--- config.mk ---
export PLATFORM = sky130hd
export DESIGN_NAME = i2c_master_top
export DESIGN_NICKNAME = d
export VERILOG_FILES = /design/src/rtl/i2c_pkg.sv /design/src/rtl/i2c_master_top.sv /design/src/rtl/i2c_byte_shifter.sv /design/src/rtl/i2c_sequencer.sv /design/src/rtl/i2c_buffer.sv /design/src/rtl/i2c_regs.sv
export SDC_FILE = /design/constraint.sdc
export NUM_CORES = 1
export LEC_CHECK = 0
export BUFFER_PORTS_ARGS = -buffer_cell sky130_fd_sc_hd__buf_2
export CORE_ASPECT_RATIO = 0.7
export CORE_MARGIN = 10
export CORE_UTILIZATION = 55
export DETAILED_ROUTE_END_ITERATION = 16
export PLACE_DENSITY_LB_ADDON = 0.1
export SYNTH_ARGS = -nofsm -noshare
export SYNTH_HDL_FRONTEND = slang
export SYNTH_SLANG_ARGS = --single-unit
--- constraint.sdc ---
create_clock -name I2C_CLK -period 3.1 [get_ports I2C_CLK]
set_input_delay 0.62 -clock I2C_CLK [delete_from_list [all_inputs] [get_ports I2C_CLK]]
set_output_delay 0.62 -clock I2C_CLK [all_outputs]
set_load 0.02 [all_outputs]
--- src/rtl/i2c_pkg.sv ---
// Shared types for the I2C controller. bus_addr_t is sized by ABUS_WIDTH, which must match the module parameter.
`default_nettype none

package i2c_pkg;

    // ********************
    // widths and constants
    // ********************

    localparam int ABUS_WIDTH = 16;

    typedef logic [7:0]            byte_t;     // one byte on the host bus, in the buffer and on SDA.
    typedef logic [15:0]           count_t;    // transfer size and byte index.
    typedef logic [ABUS_WIDTH-1:0] bus_addr_t;

    localparam byte_t VERSION = 8'd1;

    // ********************
    // control types
    // ********************

    typedef enum logic [2:0] {
        SEQ_IDLE,
        SEQ_START,
        SEQ_ADDR,
        SEQ_DATA,
        SEQ_STOP
    } seq_state_e;

    typedef enum logic [1:0] {
        OP_START,
        OP_WRITE_BYTE,
        OP_READ_BYTE,
        OP_STOP
    } shift_op_e;

    typedef struct packed {
        shift_op_e op;
        byte_t     data;     // byte to send on a write.
        logic      ack_lvl;  // level driven in the ACK bit of a read, 1 is NACK.
    } shift_req_t;

    typedef struct packed {
        byte_t data;
        logic  nack;         // sampled ACK bit.
    } shift_rsp_t;

    typedef struct packed {
        byte_t  addr;        // bit 0 selects a read.
        count_t size;
    } i2c_cfg_t;

    typedef struct packed {
        logic no_ack;
        logic done;
    } i2c_status_t;

endpackage

`default_nettype wire
--- src/rtl/i2c_master_top.sv ---
// Top level. Pads stay outside, scl_oe and sda_oe pull the lines low and sda_in is the resolved level.
`timescale 1ns/100ps
`default_nettype none

module i2c_master_top
    import i2c_pkg::*;
#(
    parameter int MEM_BYTES  = 16,
    parameter int ABUS_WIDTH = 16
) (
    input  wire bus_addr_t bus_add,
    input  wire byte_t     bus_data_in,
    input  wire            bus_wr,
    input  wire            bus_rd,
    output byte_t          bus_data_out,
    output logic           scl_oe,
    output logic           sda_oe,
    input  wire            sda_in,
    input  wire            I2C_CLK,
    input  wire            RST
);

    logic       mem_en;
    logic       mem_we;
    bus_addr_t  mem_add;
    byte_t      mem_wdata;
    byte_t      mem_rdata;
    i2c_cfg_t   cfg;
    logic       go;
    logic       soft_rst;
    logic       done_pulse;
    logic       no_ack_pulse;
    logic       ctl_en;
    logic       ctl_we;
    count_t     ctl_add;
    byte_t      ctl_wdata;
    byte_t      ctl_rdata;
    logic       req;
    shift_req_t req_data;
    logic       ack;
    shift_rsp_t rsp;
    logic       core_rst;

    assign core_rst = RST || soft_rst;   // a soft reset also frees both lines.

    i2c_regs #(
        .MEM_BYTES  (MEM_BYTES),
        .ABUS_WIDTH (ABUS_WIDTH)
    ) i_regs (
        .I2C_CLK      (I2C_CLK),
        .RST          (RST),
        .bus_add      (bus_add),
        .bus_data_in  (bus_data_in),
        .bus_wr       (bus_wr),
        .bus_rd       (bus_rd),
        .bus_data_out (bus_data_out),
        .mem_en       (mem_en),
        .mem_we       (mem_we),
        .mem_add      (mem_add),
        .mem_wdata    (mem_wdata),
        .mem_rdata    (mem_rdata),
        .cfg          (cfg),
        .go           (go),
        .soft_rst     (soft_rst),
        .done_pulse   (done_pulse),
        .no_ack_pulse (no_ack_pulse)
    );

    i2c_buffer #(
        .MEM_BYTES  (MEM_BYTES),
        .ABUS_WIDTH (ABUS_WIDTH)
    ) i_buffer (
        .I2C_CLK    (I2C_CLK),
        .host_en    (mem_en),
        .host_we    (mem_we),
        .host_add   (mem_add),
        .host_wdata (mem_wdata),
        .host_rdata (mem_rdata),
        .ctl_en     (ctl_en),
        .ctl_we     (ctl_we),
        .ctl_add    (ctl_add),
        .ctl_wdata  (ctl_wdata),
        .ctl_rdata  (ctl_rdata)
    );

    i2c_sequencer i_sequencer (
        .I2C_CLK      (I2C_CLK),
        .RST          (core_rst),
        .cfg          (cfg),
        .go           (go),
        .done_pulse   (done_pulse),
        .no_ack_pulse (no_ack_pulse),
        .ctl_en       (ctl_en),
        .ctl_we       (ctl_we),
        .ctl_add      (ctl_add),
        .ctl_wdata    (ctl_wdata),
        .ctl_rdata    (ctl_rdata),
        .req          (req),
        .req_data     (req_data),
        .ack          (ack),
        .rsp          (rsp)
    );

    i2c_byte_shifter i_shifter (
        .I2C_CLK  (I2C_CLK),
        .RST      (core_rst),
        .req      (req),
        .req_data (req_data),
        .ack      (ack),
        .rsp      (rsp),
        .scl_oe   (scl_oe),
        .sda_oe   (sda_oe),
        .sda_in   (sda_in)
    );

endmodule

`default_nettype wire

--- src/rtl/i2c_byte_shifter.sv ---
// Bit engine with four I2C_CLK cycles per bit. No clock stretching and no arbitration.
`timescale 1ns/100ps
`default_nettype none

module i2c_byte_shifter
    import i2c_pkg::*;
(
    input  wire              I2C_CLK,
    input  wire              RST,
    input  wire              req,
    input  wire shift_req_t  req_data,
    output logic             ack,
    output shift_rsp_t       rsp,
    output logic             scl_oe,
    output logic             sda_oe,
    input  wire              sda_in
);

    logic [1:0] phase_q;
    logic [3:0] bit_q;      // 0 to 7 are data bits, 8 is the ACK bit.
    logic       active_q;
    shift_op_e  op_q;
    byte_t      shift_q;
    logic       ack_lvl_q;
    logic       nack_q;
    logic       accept;
    logic       sda_pull;
    logic       shape_op;

    // ops are taken only at the end of a bit so they start cleanly in phase 0.
    assign accept   = !active_q && (phase_q == 2'd3) && req && !ack;
    assign shape_op = active_q && ((op_q == OP_START) || (op_q == OP_STOP));
    assign rsp      = '{data: shift_q, nack: nack_q};

    always_comb begin
        case (op_q)
            OP_WRITE_BYTE: sda_pull = (bit_q == 4'd8) ? 1'b0 : !shift_q[7];
            OP_READ_BYTE:  sda_pull = (bit_q == 4'd8) ? !ack_lvl_q : 1'b0;
            default:       sda_pull = 1'b1;   // START and STOP both begin with SDA low.
        endcase
    end

    always_ff @(posedge I2C_CLK) begin
        if (RST) begin
            phase_q  <= '0;
            bit_q    <= '0;
            active_q <= 1'b0;
            ack      <= 1'b0;
            scl_oe   <= 1'b0;
            sda_oe   <= 1'b0;
        end else begin
            phase_q <= phase_q + 2'd1;
            if (ack && !req)
                ack <= 1'b0;
            if (accept) begin
                active_q <= 1'b1;
                bit_q    <= '0;
            end else if (!active_q) begin
                if ((phase_q == 2'd3) && !req) begin
                    // nothing follows, so the bus is let go.
                    scl_oe <= 1'b0;
                    sda_oe <= 1'b0;
                end
            end else begin
                case (phase_q)
                    2'd0: sda_oe <= sda_pull;
                    2'd1: scl_oe <= 1'b0;
                    2'd3: begin
                        if (op_q == OP_STOP)
                            sda_oe <= 1'b0;   // SDA rises while SCL is high.
                        else
                            scl_oe <= 1'b1;
                        if (shape_op || (bit_q == 4'd8)) begin
                            active_q <= 1'b0;
                            ack      <= 1'b1;
                        end else begin
                            bit_q <= bit_q + 4'd1;
                        end
                    end
                    default: begin
                    end
                endcase
            end
        end
    end

    always_ff @(posedge I2C_CLK) begin
        if (accept) begin
            op_q      <= req_data.op;
            shift_q   <= req_data.data;
            ack_lvl_q <= req_data.ack_lvl;
        end else if (active_q) begin
            if ((phase_q == 2'd1) && (bit_q == 4'd8))
                nack_q <= sda_in;
            if ((phase_q == 2'd3) && (bit_q != 4'd8))
                shift_q <= {shift_q[6:0], sda_in};
        end
    end

    a_sda_scl_low: assert property (@(posedge I2C_CLK) disable iff (RST)
        $changed(sda_oe) && !$past(RST) && !$past(shape_op) |-> $past(scl_oe));

endmodule

`default_nettype wire

--- src/rtl/i2c_sequencer.sv ---
// Transaction FSM. cfg must stay stable while busy, and go is ignored outside IDLE.
`timescale 1ns/100ps
`default_nettype none

module i2c_sequencer
    import i2c_pkg::*;
(
    input  wire              I2C_CLK,
    input  wire              RST,
    input  wire i2c_cfg_t    cfg,
    input  wire              go,
    output logic             done_pulse,
    output logic             no_ack_pulse,
    output logic             ctl_en,
    output logic             ctl_we,
    output count_t           ctl_add,
    output byte_t            ctl_wdata,
    input  wire byte_t       ctl_rdata,
    output logic             req,
    output shift_req_t       req_data,
    input  wire              ack,
    input  wire shift_rsp_t  rsp
);

    seq_state_e state_q;
    count_t     idx_q;
    count_t     idx_next;
    logic       rd_mode;
    logic       rd_last;
    logic       wr_last;
    logic       issue;
    logic       capture;
    logic       store;

    assign rd_mode  = cfg.addr[0];
    assign idx_next = idx_q + 16'd1;
    assign rd_last  = (idx_next == cfg.size);
    assign wr_last  = (idx_q == cfg.size);   // idx already points past the byte in flight.

    // ********************
    // handshake
    // ********************

    assign issue   = (state_q != SEQ_IDLE) && !req && !ack;
    assign capture = req && ack;
    assign store   = capture && (state_q == SEQ_DATA) && rd_mode;

    assign ctl_en    = store || ((state_q != SEQ_IDLE) && !rd_mode);
    assign ctl_we    = store;
    assign ctl_add   = idx_q;
    assign ctl_wdata = rsp.data;

    always_ff @(posedge I2C_CLK) begin
        if (RST) begin
            state_q      <= SEQ_IDLE;
            idx_q        <= '0;
            req          <= 1'b0;
            done_pulse   <= 1'b0;
            no_ack_pulse <= 1'b0;
        end else begin
            done_pulse   <= 1'b0;
            no_ack_pulse <= 1'b0;
            if (issue) begin
                req <= 1'b1;
                if ((state_q == SEQ_DATA) && !rd_mode)
                    idx_q <= idx_next;   // fetch the next byte while this one shifts.
            end
            if (capture)
                req <= 1'b0;
            case (state_q)
                SEQ_IDLE: begin
                    if (go) begin
                        state_q <= SEQ_START;
                        idx_q   <= '0;
                    end
                end
                SEQ_START: begin
                    if (capture)
                        state_q <= SEQ_ADDR;
                end
                SEQ_ADDR: begin
                    if (capture) begin
                        if (rsp.nack) begin
                            // no target answered, so no data and no STOP.
                            no_ack_pulse <= 1'b1;
                            done_pulse   <= 1'b1;
                            state_q      <= SEQ_IDLE;
                        end else if (cfg.size == '0) begin
                            state_q <= SEQ_STOP;
                        end else begin
                            state_q <= SEQ_DATA;
                        end
                    end
                end
                SEQ_DATA: begin
                    if (capture) begin
                        if (rd_mode) begin
                            idx_q <= idx_next;
                            if (rd_last)
                                state_q <= SEQ_STOP;
                        end else if (rsp.nack) begin
                            no_ack_pulse <= 1'b1;
                            state_q      <= SEQ_STOP;
                        end else if (wr_last) begin
                            state_q <= SEQ_STOP;
                        end
                    end
                end
                SEQ_STOP: begin
                    if (capture) begin
                        done_pulse <= 1'b1;
                        state_q    <= SEQ_IDLE;
                    end
                end
                default: state_q <= SEQ_IDLE;
            endcase
        end
    end

    always_ff @(posedge I2C_CLK) begin
        if (issue) begin
            req_data.data    <= cfg.addr;
            req_data.ack_lvl <= 1'b0;
            case (state_q)
                SEQ_START: req_data.op <= OP_START;
                SEQ_ADDR:  req_data.op <= OP_WRITE_BYTE;
                SEQ_DATA: begin
                    req_data.op      <= rd_mode ? OP_READ_BYTE : OP_WRITE_BYTE;
                    req_data.data    <= ctl_rdata;
                    req_data.ack_lvl <= rd_last;   // the last read byte gets a NACK.
                end
                default:   req_data.op <= OP_STOP;
            endcase
        end
    end

    // the shifter answers only a request that is still held.
    a_ack_needs_req: assert property (@(posedge I2C_CLK) disable iff (RST)
        $rose(ack) |-> req);

endmodule

`default_nettype wire

--- src/rtl/i2c_buffer.sv ---
// Dual port byte buffer. MEM_BYTES must be a power of two and address bits above it are ignored.
`timescale 1ns/100ps
`default_nettype none

module i2c_buffer
    import i2c_pkg::*;
#(
    parameter int MEM_BYTES  = 16,
    parameter int ABUS_WIDTH = 16
) (
    input  wire                  I2C_CLK,
    input  wire                  host_en,
    input  wire                  host_we,
    input  wire [ABUS_WIDTH-1:0] host_add,
    input  wire byte_t           host_wdata,
    output byte_t                host_rdata,
    input  wire                  ctl_en,
    input  wire                  ctl_we,
    input  wire count_t          ctl_add,
    input  wire byte_t           ctl_wdata,
    output byte_t                ctl_rdata
);

    localparam int AW = $clog2(MEM_BYTES);

    byte_t         mem [MEM_BYTES];
    logic [AW-1:0] host_idx;
    logic [AW-1:0] ctl_idx;

    assign host_idx = host_add[AW-1:0];
    assign ctl_idx  = ctl_add[AW-1:0];

    // a write leaves the read data of its port unchanged.
    always_ff @(posedge I2C_CLK) begin
        if (host_en) begin
            if (host_we)
                mem[host_idx] <= host_wdata;
            else
                host_rdata <= mem[host_idx];
        end
        if (ctl_en) begin
            if (ctl_we)
                mem[ctl_idx] <= ctl_wdata;
            else
                ctl_rdata <= mem[ctl_idx];
        end
    end

    a_no_write_clash: assert property (@(posedge I2C_CLK)
        !(host_en && host_we && ctl_en && ctl_we && (host_idx == ctl_idx)));

endmodule

`default_nettype wire

--- src/rtl/i2c_regs.sv ---
// Host register bank on I2C_CLK. Registers 2 to 7 survive a soft reset and only RST clears them.
`timescale 1ns/100ps
`default_nettype none

module i2c_regs
    import i2c_pkg::*;
#(
    parameter int MEM_BYTES  = 16,
    parameter int ABUS_WIDTH = 16
) (
    input  wire         I2C_CLK,
    input  wire         RST,
    input  wire bus_addr_t bus_add,
    input  wire byte_t  bus_data_in,
    input  wire         bus_wr,
    input  wire         bus_rd,
    output byte_t       bus_data_out,
    output logic        mem_en,
    output logic        mem_we,
    output bus_addr_t   mem_add,
    output byte_t       mem_wdata,
    input  wire byte_t  mem_rdata,
    output i2c_cfg_t    cfg,
    output logic        go,
    output logic        soft_rst,
    input  wire         done_pulse,
    input  wire         no_ack_pulse
);

    localparam logic [ABUS_WIDTH-1:0] MEM_BASE = ABUS_WIDTH'(8);
    localparam logic [ABUS_WIDTH-1:0] MEM_END  = ABUS_WIDTH'(8 + MEM_BYTES);

    byte_t       regs_q [2:7];
    byte_t       rd_q;
    bus_addr_t   prev_add_q;
    i2c_status_t status_q;
    logic        in_mem;

    assign soft_rst = bus_wr && (bus_add == '0);
    assign go       = bus_wr && (bus_add == ABUS_WIDTH'(1));

    assign in_mem    = (bus_add >= MEM_BASE) && (bus_add < MEM_END);
    assign mem_en    = (bus_wr || bus_rd) && in_mem;
    assign mem_we    = bus_wr;
    assign mem_add   = bus_add - MEM_BASE;
    assign mem_wdata = bus_data_in;

    assign cfg = '{addr: regs_q[2], size: {regs_q[4], regs_q[3]}};

    always_ff @(posedge I2C_CLK) begin
        if (RST) begin
            for (int i = 2; i < 8; i++) begin
                regs_q[i] <= '0;
            end
        end else if (bus_wr && (bus_add >= ABUS_WIDTH'(2)) && (bus_add < MEM_BASE)) begin
            regs_q[bus_add[2:0]] <= bus_data_in;
        end
    end

    // start clears both flags, the sequencer pulses set them again.
    always_ff @(posedge I2C_CLK) begin
        if (RST || soft_rst) begin
            status_q <= '{no_ack: 1'b0, done: 1'b1};
        end else if (go) begin
            status_q <= '0;
        end else begin
            if (done_pulse)
                status_q.done <= 1'b1;
            if (no_ack_pulse)
                status_q.no_ack <= 1'b1;
        end
    end

    always_ff @(posedge I2C_CLK) begin
        if (bus_rd) begin
            case (bus_add)
                ABUS_WIDTH'(0): rd_q <= VERSION;
                ABUS_WIDTH'(1): rd_q <= {6'd0, status_q};
                default:        rd_q <= (bus_add < MEM_BASE) ? regs_q[bus_add[2:0]] : '0;
            endcase
        end
    end

    always_ff @(posedge I2C_CLK) begin
        if (RST)
            prev_add_q <= '0;
        else if (bus_rd)
            prev_add_q <= bus_add;   // steers the output mux for the next cycle.
    end

    always_comb begin
        if (prev_add_q < MEM_BASE)
            bus_data_out = rd_q;
        else if (prev_add_q < MEM_END)
            bus_data_out = mem_rdata;
        else
            bus_data_out = '0;
    end

    // the sequencer reports only inside a transaction that the host started.
    a_pulse_in_transfer: assert property (@(posedge I2C_CLK) disable iff (RST)
        (done_pulse || no_ack_pulse) |-> !status_q.done);

endmodule

`default_nettype wire

==> impl_results.md, run 1 <==
* Hpwl dp at 27.8 mm
* Final Hold Viols at 0
* Clk pin slew, worst setup/hold paths at 60 ps
* Final worst path period need at ~2900 ps
* CTS tree: yes
* Die height at roughly 160 um
* CP max FO at 8
* Via count at 9418
* Slew @ Worst Pin at 961 ps
* Total routed wirelength at between 40 and 50 mm
* Hold Crit Class: input port to flip-flop
* Setup crit start kind: flip-flop
* Synth area leader: edfxtp_1
* Relative max-transition margin at ~36%
* DRT iter0 DRCs at between 1000 and 1500
* WS Path Type: flip-flop to primary output
* Arr. time, crit path at 2240 ps
* Clk_lat worst skew at ~570 ps
* Nets@finish at approximately 1100
* Post-synth design cell area at 14500 um^2
* Status: finished, final reports clean
* Top Ports at 39
* Post-synth EDFFs at between 200 and 250
* Number of global-route vias before repair at 8891
* Setup Skew at 28.5 ps
* Final total negative setup slack at 0 ps
* Initial core utilization at a little under three fifths
* Area Overhead vs Synth at 11.2%
* Tcrit/Tclk final at 92.3%
* Layout cells sized above 1 at between 30% and 40%
* Synth Area in Compound Gates at ~4.2%
* Synth Area in Adders at 1.02%
* Vias/cell at 6.48
* CTS Buf Count at 27
* Global-route wire length before repair at between 50 and 60 mm
* Final Non-Filler Cells at between 1000 and 1500
* Synth Area in XOR/XNOR at ~2.5%
* Core Rows at 49
* Largest family of logic cells by synthesized area: multiplexers
* Clock buffer depth at 3
* # resized after CTS at 0
* DIE AREA at ~33000 um^2
* Diode count at 0
* Total gr overflow at 0
* Core area at around 26000 um^2
* Post-synth top area share at 46.3%
* Most common cell in the netlist: edfxtp_1
* WL per Instance at 27.6 um
* Worst hold path startpoint: sda_in
* Pin count of the biggest net entering global routing at 34
* Static Leakage at roughly 5.4 nW
* Hold buffers post-CTS at 0
* Synthesized Nets at about 1100
* Required @ worst endpoint at ~2500 ps
* Root Driver: clkbuf_16
* Die Wd at between 200 and 250 um
* R2r startpoint: i_sequencer.state_q[0]$_SDFFE_PP0P_
* #FFs+latches synth at between 200 and 300
* Unique masters post-synth at 64
* Total Routing Usage GR at between 20% and 30%
* RSZ-0062 raised after global routing: false
* Crit path launch: i_regs.prev_add_q[7]$_SDFFE_PP0P_
* Initial antenna violation count at 0
* Worst R2R Setup Slack at between 300 and 400 ps
* Gpl congestion at roughly 0.9
* Cells after Synth at about 1000
* Max_cap viols at 0
* TritonRoute pass-1 iters at 5
* Top cells by area, synth: edfxtp_1, mux4_2, mux2_2
* Setup Fix Bufs, Post-CTS at 0
* Top FF cell, synth: edfxtp_1
* Post-synthesis sequential area ratio at roughly 53%
* Mux contribution to synthesized area at approximately a quarter
* # setup viols final at 0
* IO buf count at 38
* PwrDens at 495 nW/um^2
* H-tree depth at 1
* Placed insts at 1403
* Yosys warnings at 0
* CTS Sinks at 270
* Max Fclk at 349 MHz
* VDD IR max at between 0.0004 and 0.0005 V
* Avg Inst Size Synth at 13.9 um^2
* Share of synthesized registers carrying an async set or reset at 0%
* Post-route ant nets at 0
* Power Total at 0.00796 W
* Max-slew violation count at 0
* Synth Area in Simple Gates at a little under an eighth
* Number of remaining DRC errors at 0
* CP endpoint kind: primary output
* Post-synth top cells: edfxtp_1, mux2_2, mux4_2
## final cells by class
| type | instances | area, um^2 |
|---|---|---|
| Multi-Input combinational cell | 678 | 6440 |
| Clock buffer | 39 | 771 |
| Timing Repair Buffer | 85 | 571 |
| Inverter | 13 | 48.8 |
| Sequential cell | 270 | 7640 |
| Fill cell | 1937 | 9730 |
| Tap cell | 357 | 447 |
| Clock inverter | 11 | 163 |
## power by group
part           total (W)  internal (W)  switching [W]  leakage [nW]
clock            0.00348       0.00206        0.00141         0.450
sequential       0.00400       0.00396      0.0000395          2.42
combinational   0.000485      0.000218       0.000266          2.52
total            0.00796       0.00624        0.00172          5.39
## layer usage
layer  global-route usage (%)  vias to the layer above  routed length, um  share of wire [%]
li1                         -                     4098                  -                  -
met1                     38.1                     4737              17800                 44
met2                     31.8                      525              16200                 40
met3                     7.67                       56               5220                 13
met4                     4.58                        2                794                2.0
met5                     1.95                        -                 83               0.21
## flip-flops by register name, summed over array words and instances (netlist names), 2 cells and up
register	count
i_regs.rd_q	8
i_shifter.phase_q	2
i_sequencer.ctl_add	16
i_buffer.ctl_rdata	8
i_regs.regs_q	48
i_sequencer.state_q	3
i_buffer.host_rdata	8
i_sequencer.req_data	11
i_buffer.mem	128
i_shifter.shift_q	8
i_regs.status_q	2
i_shifter.bit_q	4
i_regs.prev_add_q	13
i_shifter.op_q	2
## through the flow
step / setup WS [ps] / area, um^2 / util, % / hold slack, ps
3_5_place_dp: 233 / 15100 / 58.7 / 405
5_1_grt: 140 / 16100 / 62.3 / 262
2_1_floorplan: 254 / 14500 / - / 400
4_1_cts: 101 / 16100 / 62.3 / 260
6_report: 238 / 16100 / 62.3 / 270
3_3_place_gp: 309 / 15100 / 58.7 / 401
## logic make-up (layout without fill, tap and decap cells)
group | count (synthesis) | count (layout)
flip-flops | 270 | 270
adder cells (fa/ha/maj) | 12 | 12
AND/OR/NAND/NOR | 291 | 291
buffers and inverters | 92 | 148
AO/OA/AOI/OAI | 94 | 94
XOR/XNOR | 41 | 41
multiplexers | 240 | 240
## placed cells by master (no fill, tap or decap), types with 4 or more instances in the layout
master     Yosys  final
a211oi_1       4      4
a21o_1         4      4
a21oi_1       15     15
a22o_1         8      8
a22oi_1        9      9
and2_1        48     48
buf_2         15     37
buf_4          2     46
bufinv_16      0      4
clkbuf_1      46      7
clkbuf_16      0     27
clkbuf_8       0      5
dfxtp_1       47     45
edfxtp_1     223    223
ha_1          11     11
inv_1         13     13
mux2_2       135    135
mux2i_1       17     17
mux4_2        88     88
nand2_1       48     48
nand2b_1       4      4
nand3_1       19     19
nand3_2       10     10
nand4_1       20     20
nor2_1        66     65
nor2_4         4      4
nor2b_1        6      6
nor3_1        14     14
nor4_1        15     15
o21ai_0       35     35
or2_2          9      9
or3_1          5      5
xnor2_1       17     17
xor2_1        23     23
## final timing paths
kind	endpoint	cells past startpoint
max	bus_data_out[2]	5
min	i_shifter.nack_q$_DFFE_PP_	1
max reg2reg	i_buffer.mem[12][3]$_DFFE_PP_	7
min reg2reg	i_shifter.op_q[1]$_DFFE_PP_	0
## worst max-delay path, stage by stage (launching register included)
cell and delay [ps]:
dfxtp_1 320, nor4_1 350, nand3_1 190, nor2_2 340, a22o_1 270, buf_2 200
Note: power is estimated with default switching activity, not from simulation.
==> run 2: changes to the inputs <==
Settings changed: CORE_UTILIZATION 55 to 50, GPL_TIMING_DRIVEN from default to 0.
==> impl_results.md, run 2 (synthesis gave the netlist of run 1 again) <==
* Final worst path period need at 3030 ps
* PwrDens at ~500 nW/um^2
* Number of remaining DRC errors at 0
* CTS tree: yes
* Hpwl dp at a little over 30 mm
* Total Routing Usage GR at between 20 and 25%
* Most frequent cells in the layout: edfxtp_1, mux2_2, mux4_2
* Initial core utilization at roughly half
* Die Wd at 223 um
* CTS Sinks at 270
* Post-route ant nets at 0
* Hold Slack at slightly below 300 ps
* Initial antenna violation count at 2
* Static Leakage at 5.43 nW
* Core area at approximately 28000 um^2
* Slew @ Worst Pin at between 900 and 1000 ps
* WS Path Type: flip-flop to flip-flop
* Core Rows at 51
* Max Fclk at around 330 MHz
* Relative max-transition margin at a little over a third
* Commonest non-fill, non-tap cell in the layout: edfxtp_1
* Largest Register: i_buffer.mem
* Clk pin slew, worst setup/hold paths at around 60 ps
* Layout cells sized above 1 at between 30% and 40%
* Arr. time, crit path at between 3000 and 4000 ps
* VDD IR max at around 0.00042 V
* Final Hold Viols at 0
* Nets@finish at between 1000 and 1500
* Vias/cell at about 6.4
* Final Non-Filler Cells at ~1500
* Max FFs per register at 128
* Pin count of the biggest net entering global routing at 19
* Top Ports at 39
* Clock buffer depth at 3
* Crit-path leading delay family: simple AND/OR/NAND/NOR gates
* CP max stage delay at 570 ps
* DIE AREA at 36200 um^2
* Number of global-route vias before repair at roughly 9400
* Setup crit start kind: flip-flop
* Die height at roughly 160 um
* Status: finished, final reports clean
* CTS Buf Count at 28
* Total gr overflow at 0
* Total routed wirelength at between 40 and 50 mm
* Max_cap viols at 0
* Gpl congestion at roughly 0.94
* Area Overhead vs Synth at 12.2%
* Hold Crit Class: input port to flip-flop
* Placed insts at ~1500
* Clk_lat worst skew at between 500 and 600 ps
* CP max FO at 10
* Setup Skew at around 25 ps
* Via count at around 9700
* Max-slew violation count at 0
* WL per Instance at 28.0 um
* CP endpoint kind: flip-flop
* Required @ worst endpoint at 3360 ps
* Worst R2R Setup Slack at approximately 72 ps
* Hold buffers post-CTS at 0
* Slowest-stage cell, CP: nand3_1
* DRT iter0 DRCs at between 1000 and 1500
* H-tree depth at 1
* TritonRoute pass-1 iters at 5
* # setup viols final at 0
* Global-route wire length before repair at approximately 63 mm
* Root Driver: clkbuf_16
* CP bufs+invs at 2
* Tcrit/Tclk final at a little over nine tenths
* IO buf count at 34
* Most frequent CP cell: nand3_1
* Cell breakdown of the critical path: clkbuf_1 -> nand3_1 -> nor2_2 -> nand3_1 -> o21ai_1 -> buf_4
## run 2: cell count changes in the layout (fill, tap and decap cells not counted), moves of 3 or more
| cell | previous run | this run |
|---|---|---|
| clkbuf_8 | 5 | 9 |
| o21ai_2 | 0 | 5 |
| o21ai_1 | 2 | 12 |
| buf_6 | 0 | 4 |
| clkbuf_1 | 7 | 49 |
| buf_1 | 0 | 9 |
| buf_4 | 46 | 18 |
| bufinv_16 | 4 | 1 |
| buf_2 | 37 | 50 |
| clkinv_2 | 1 | 7 |
| o21ai_0 | 35 | 20 |
## run 2: area by class of cell
class | count | area (um^2)
clock inverters | 10 | 87.6
flip-flops and latches | 270 | 7640
fillers | 2259 | 11900
clock buffers | 42 | 865
multi-input cells | 678 | 6470
inverters | 13 | 48.8
plain buffers | 77 | 347
well taps | 371 | 464
diodes | 1 | 2.50
repair buffers | 51 | 302
## run 2: layer usage
metal	share of wire (%)	track usage (%)
met1	45	34.8
met2	40	30.9
met3	14	8.25
met4	2.1	5.42
met5	0	0
## run 2: path summary, 6_finish.rpt
kind | startpoint | to | depth (start not counted)
setup reg to reg | i_regs.regs_q[2][0]$_SDFFCE_PN0P_ | i_buffer.mem[2][1]$_DFFE_PP_ | 6
hold / removal | sda_in | i_shifter.nack_q$_DFFE_PP_ | 1
setup / recovery | i_regs.regs_q[2][0]$_SDFFCE_PN0P_ | i_buffer.mem[2][1]$_DFFE_PP_ | 6
hold reg to reg | i_sequencer.req_data[0]$_SDFFCE_PP0N_ | i_shifter.ack_lvl_q$_DFFE_PP_ | 0
## run 2: power by group
part           total, W  leakage (nW)  switching [W]  internal, W
clock           0.00350         0.480        0.00149      0.00201
combinational  0.000505          2.53       0.000292     0.000213
sequential      0.00400          2.42      0.0000363      0.00396
total           0.00800          5.43        0.00182      0.00618
## run 2: through the flow
step	setup WS (ps)	total power, W	setup TNS [ps]	instance area, um^2	utilization (%)
after floorplan	254	0.00438	0	14500	-
after global placement	-1070	0.00456	-102790	15100	53.6
after detailed placement	-565	0.00457	-28640	15200	54.1
after CTS	11.5	0.00801	0	16200	57.5
after global routing	-30.2	0.00820	-172	16200	57.7
final	72.3	0.00800	0	16200	57.7
## run 2: worst reg2reg max path, delay by kind of cell, from the launching register on
kind	cells	cell delay [ps]
simple gates	3	1120
buf+inv	2	710
compound gates	1	560
flops	1	320
## run 2: timing repair
action / CTS / global route
setup buffers: 1 / 1
setup endpoints to repair: 32 / 86
hold endpoints to repair: 0 / 0
pin swaps: 1 / 1
gates resized for setup: 4 / 10
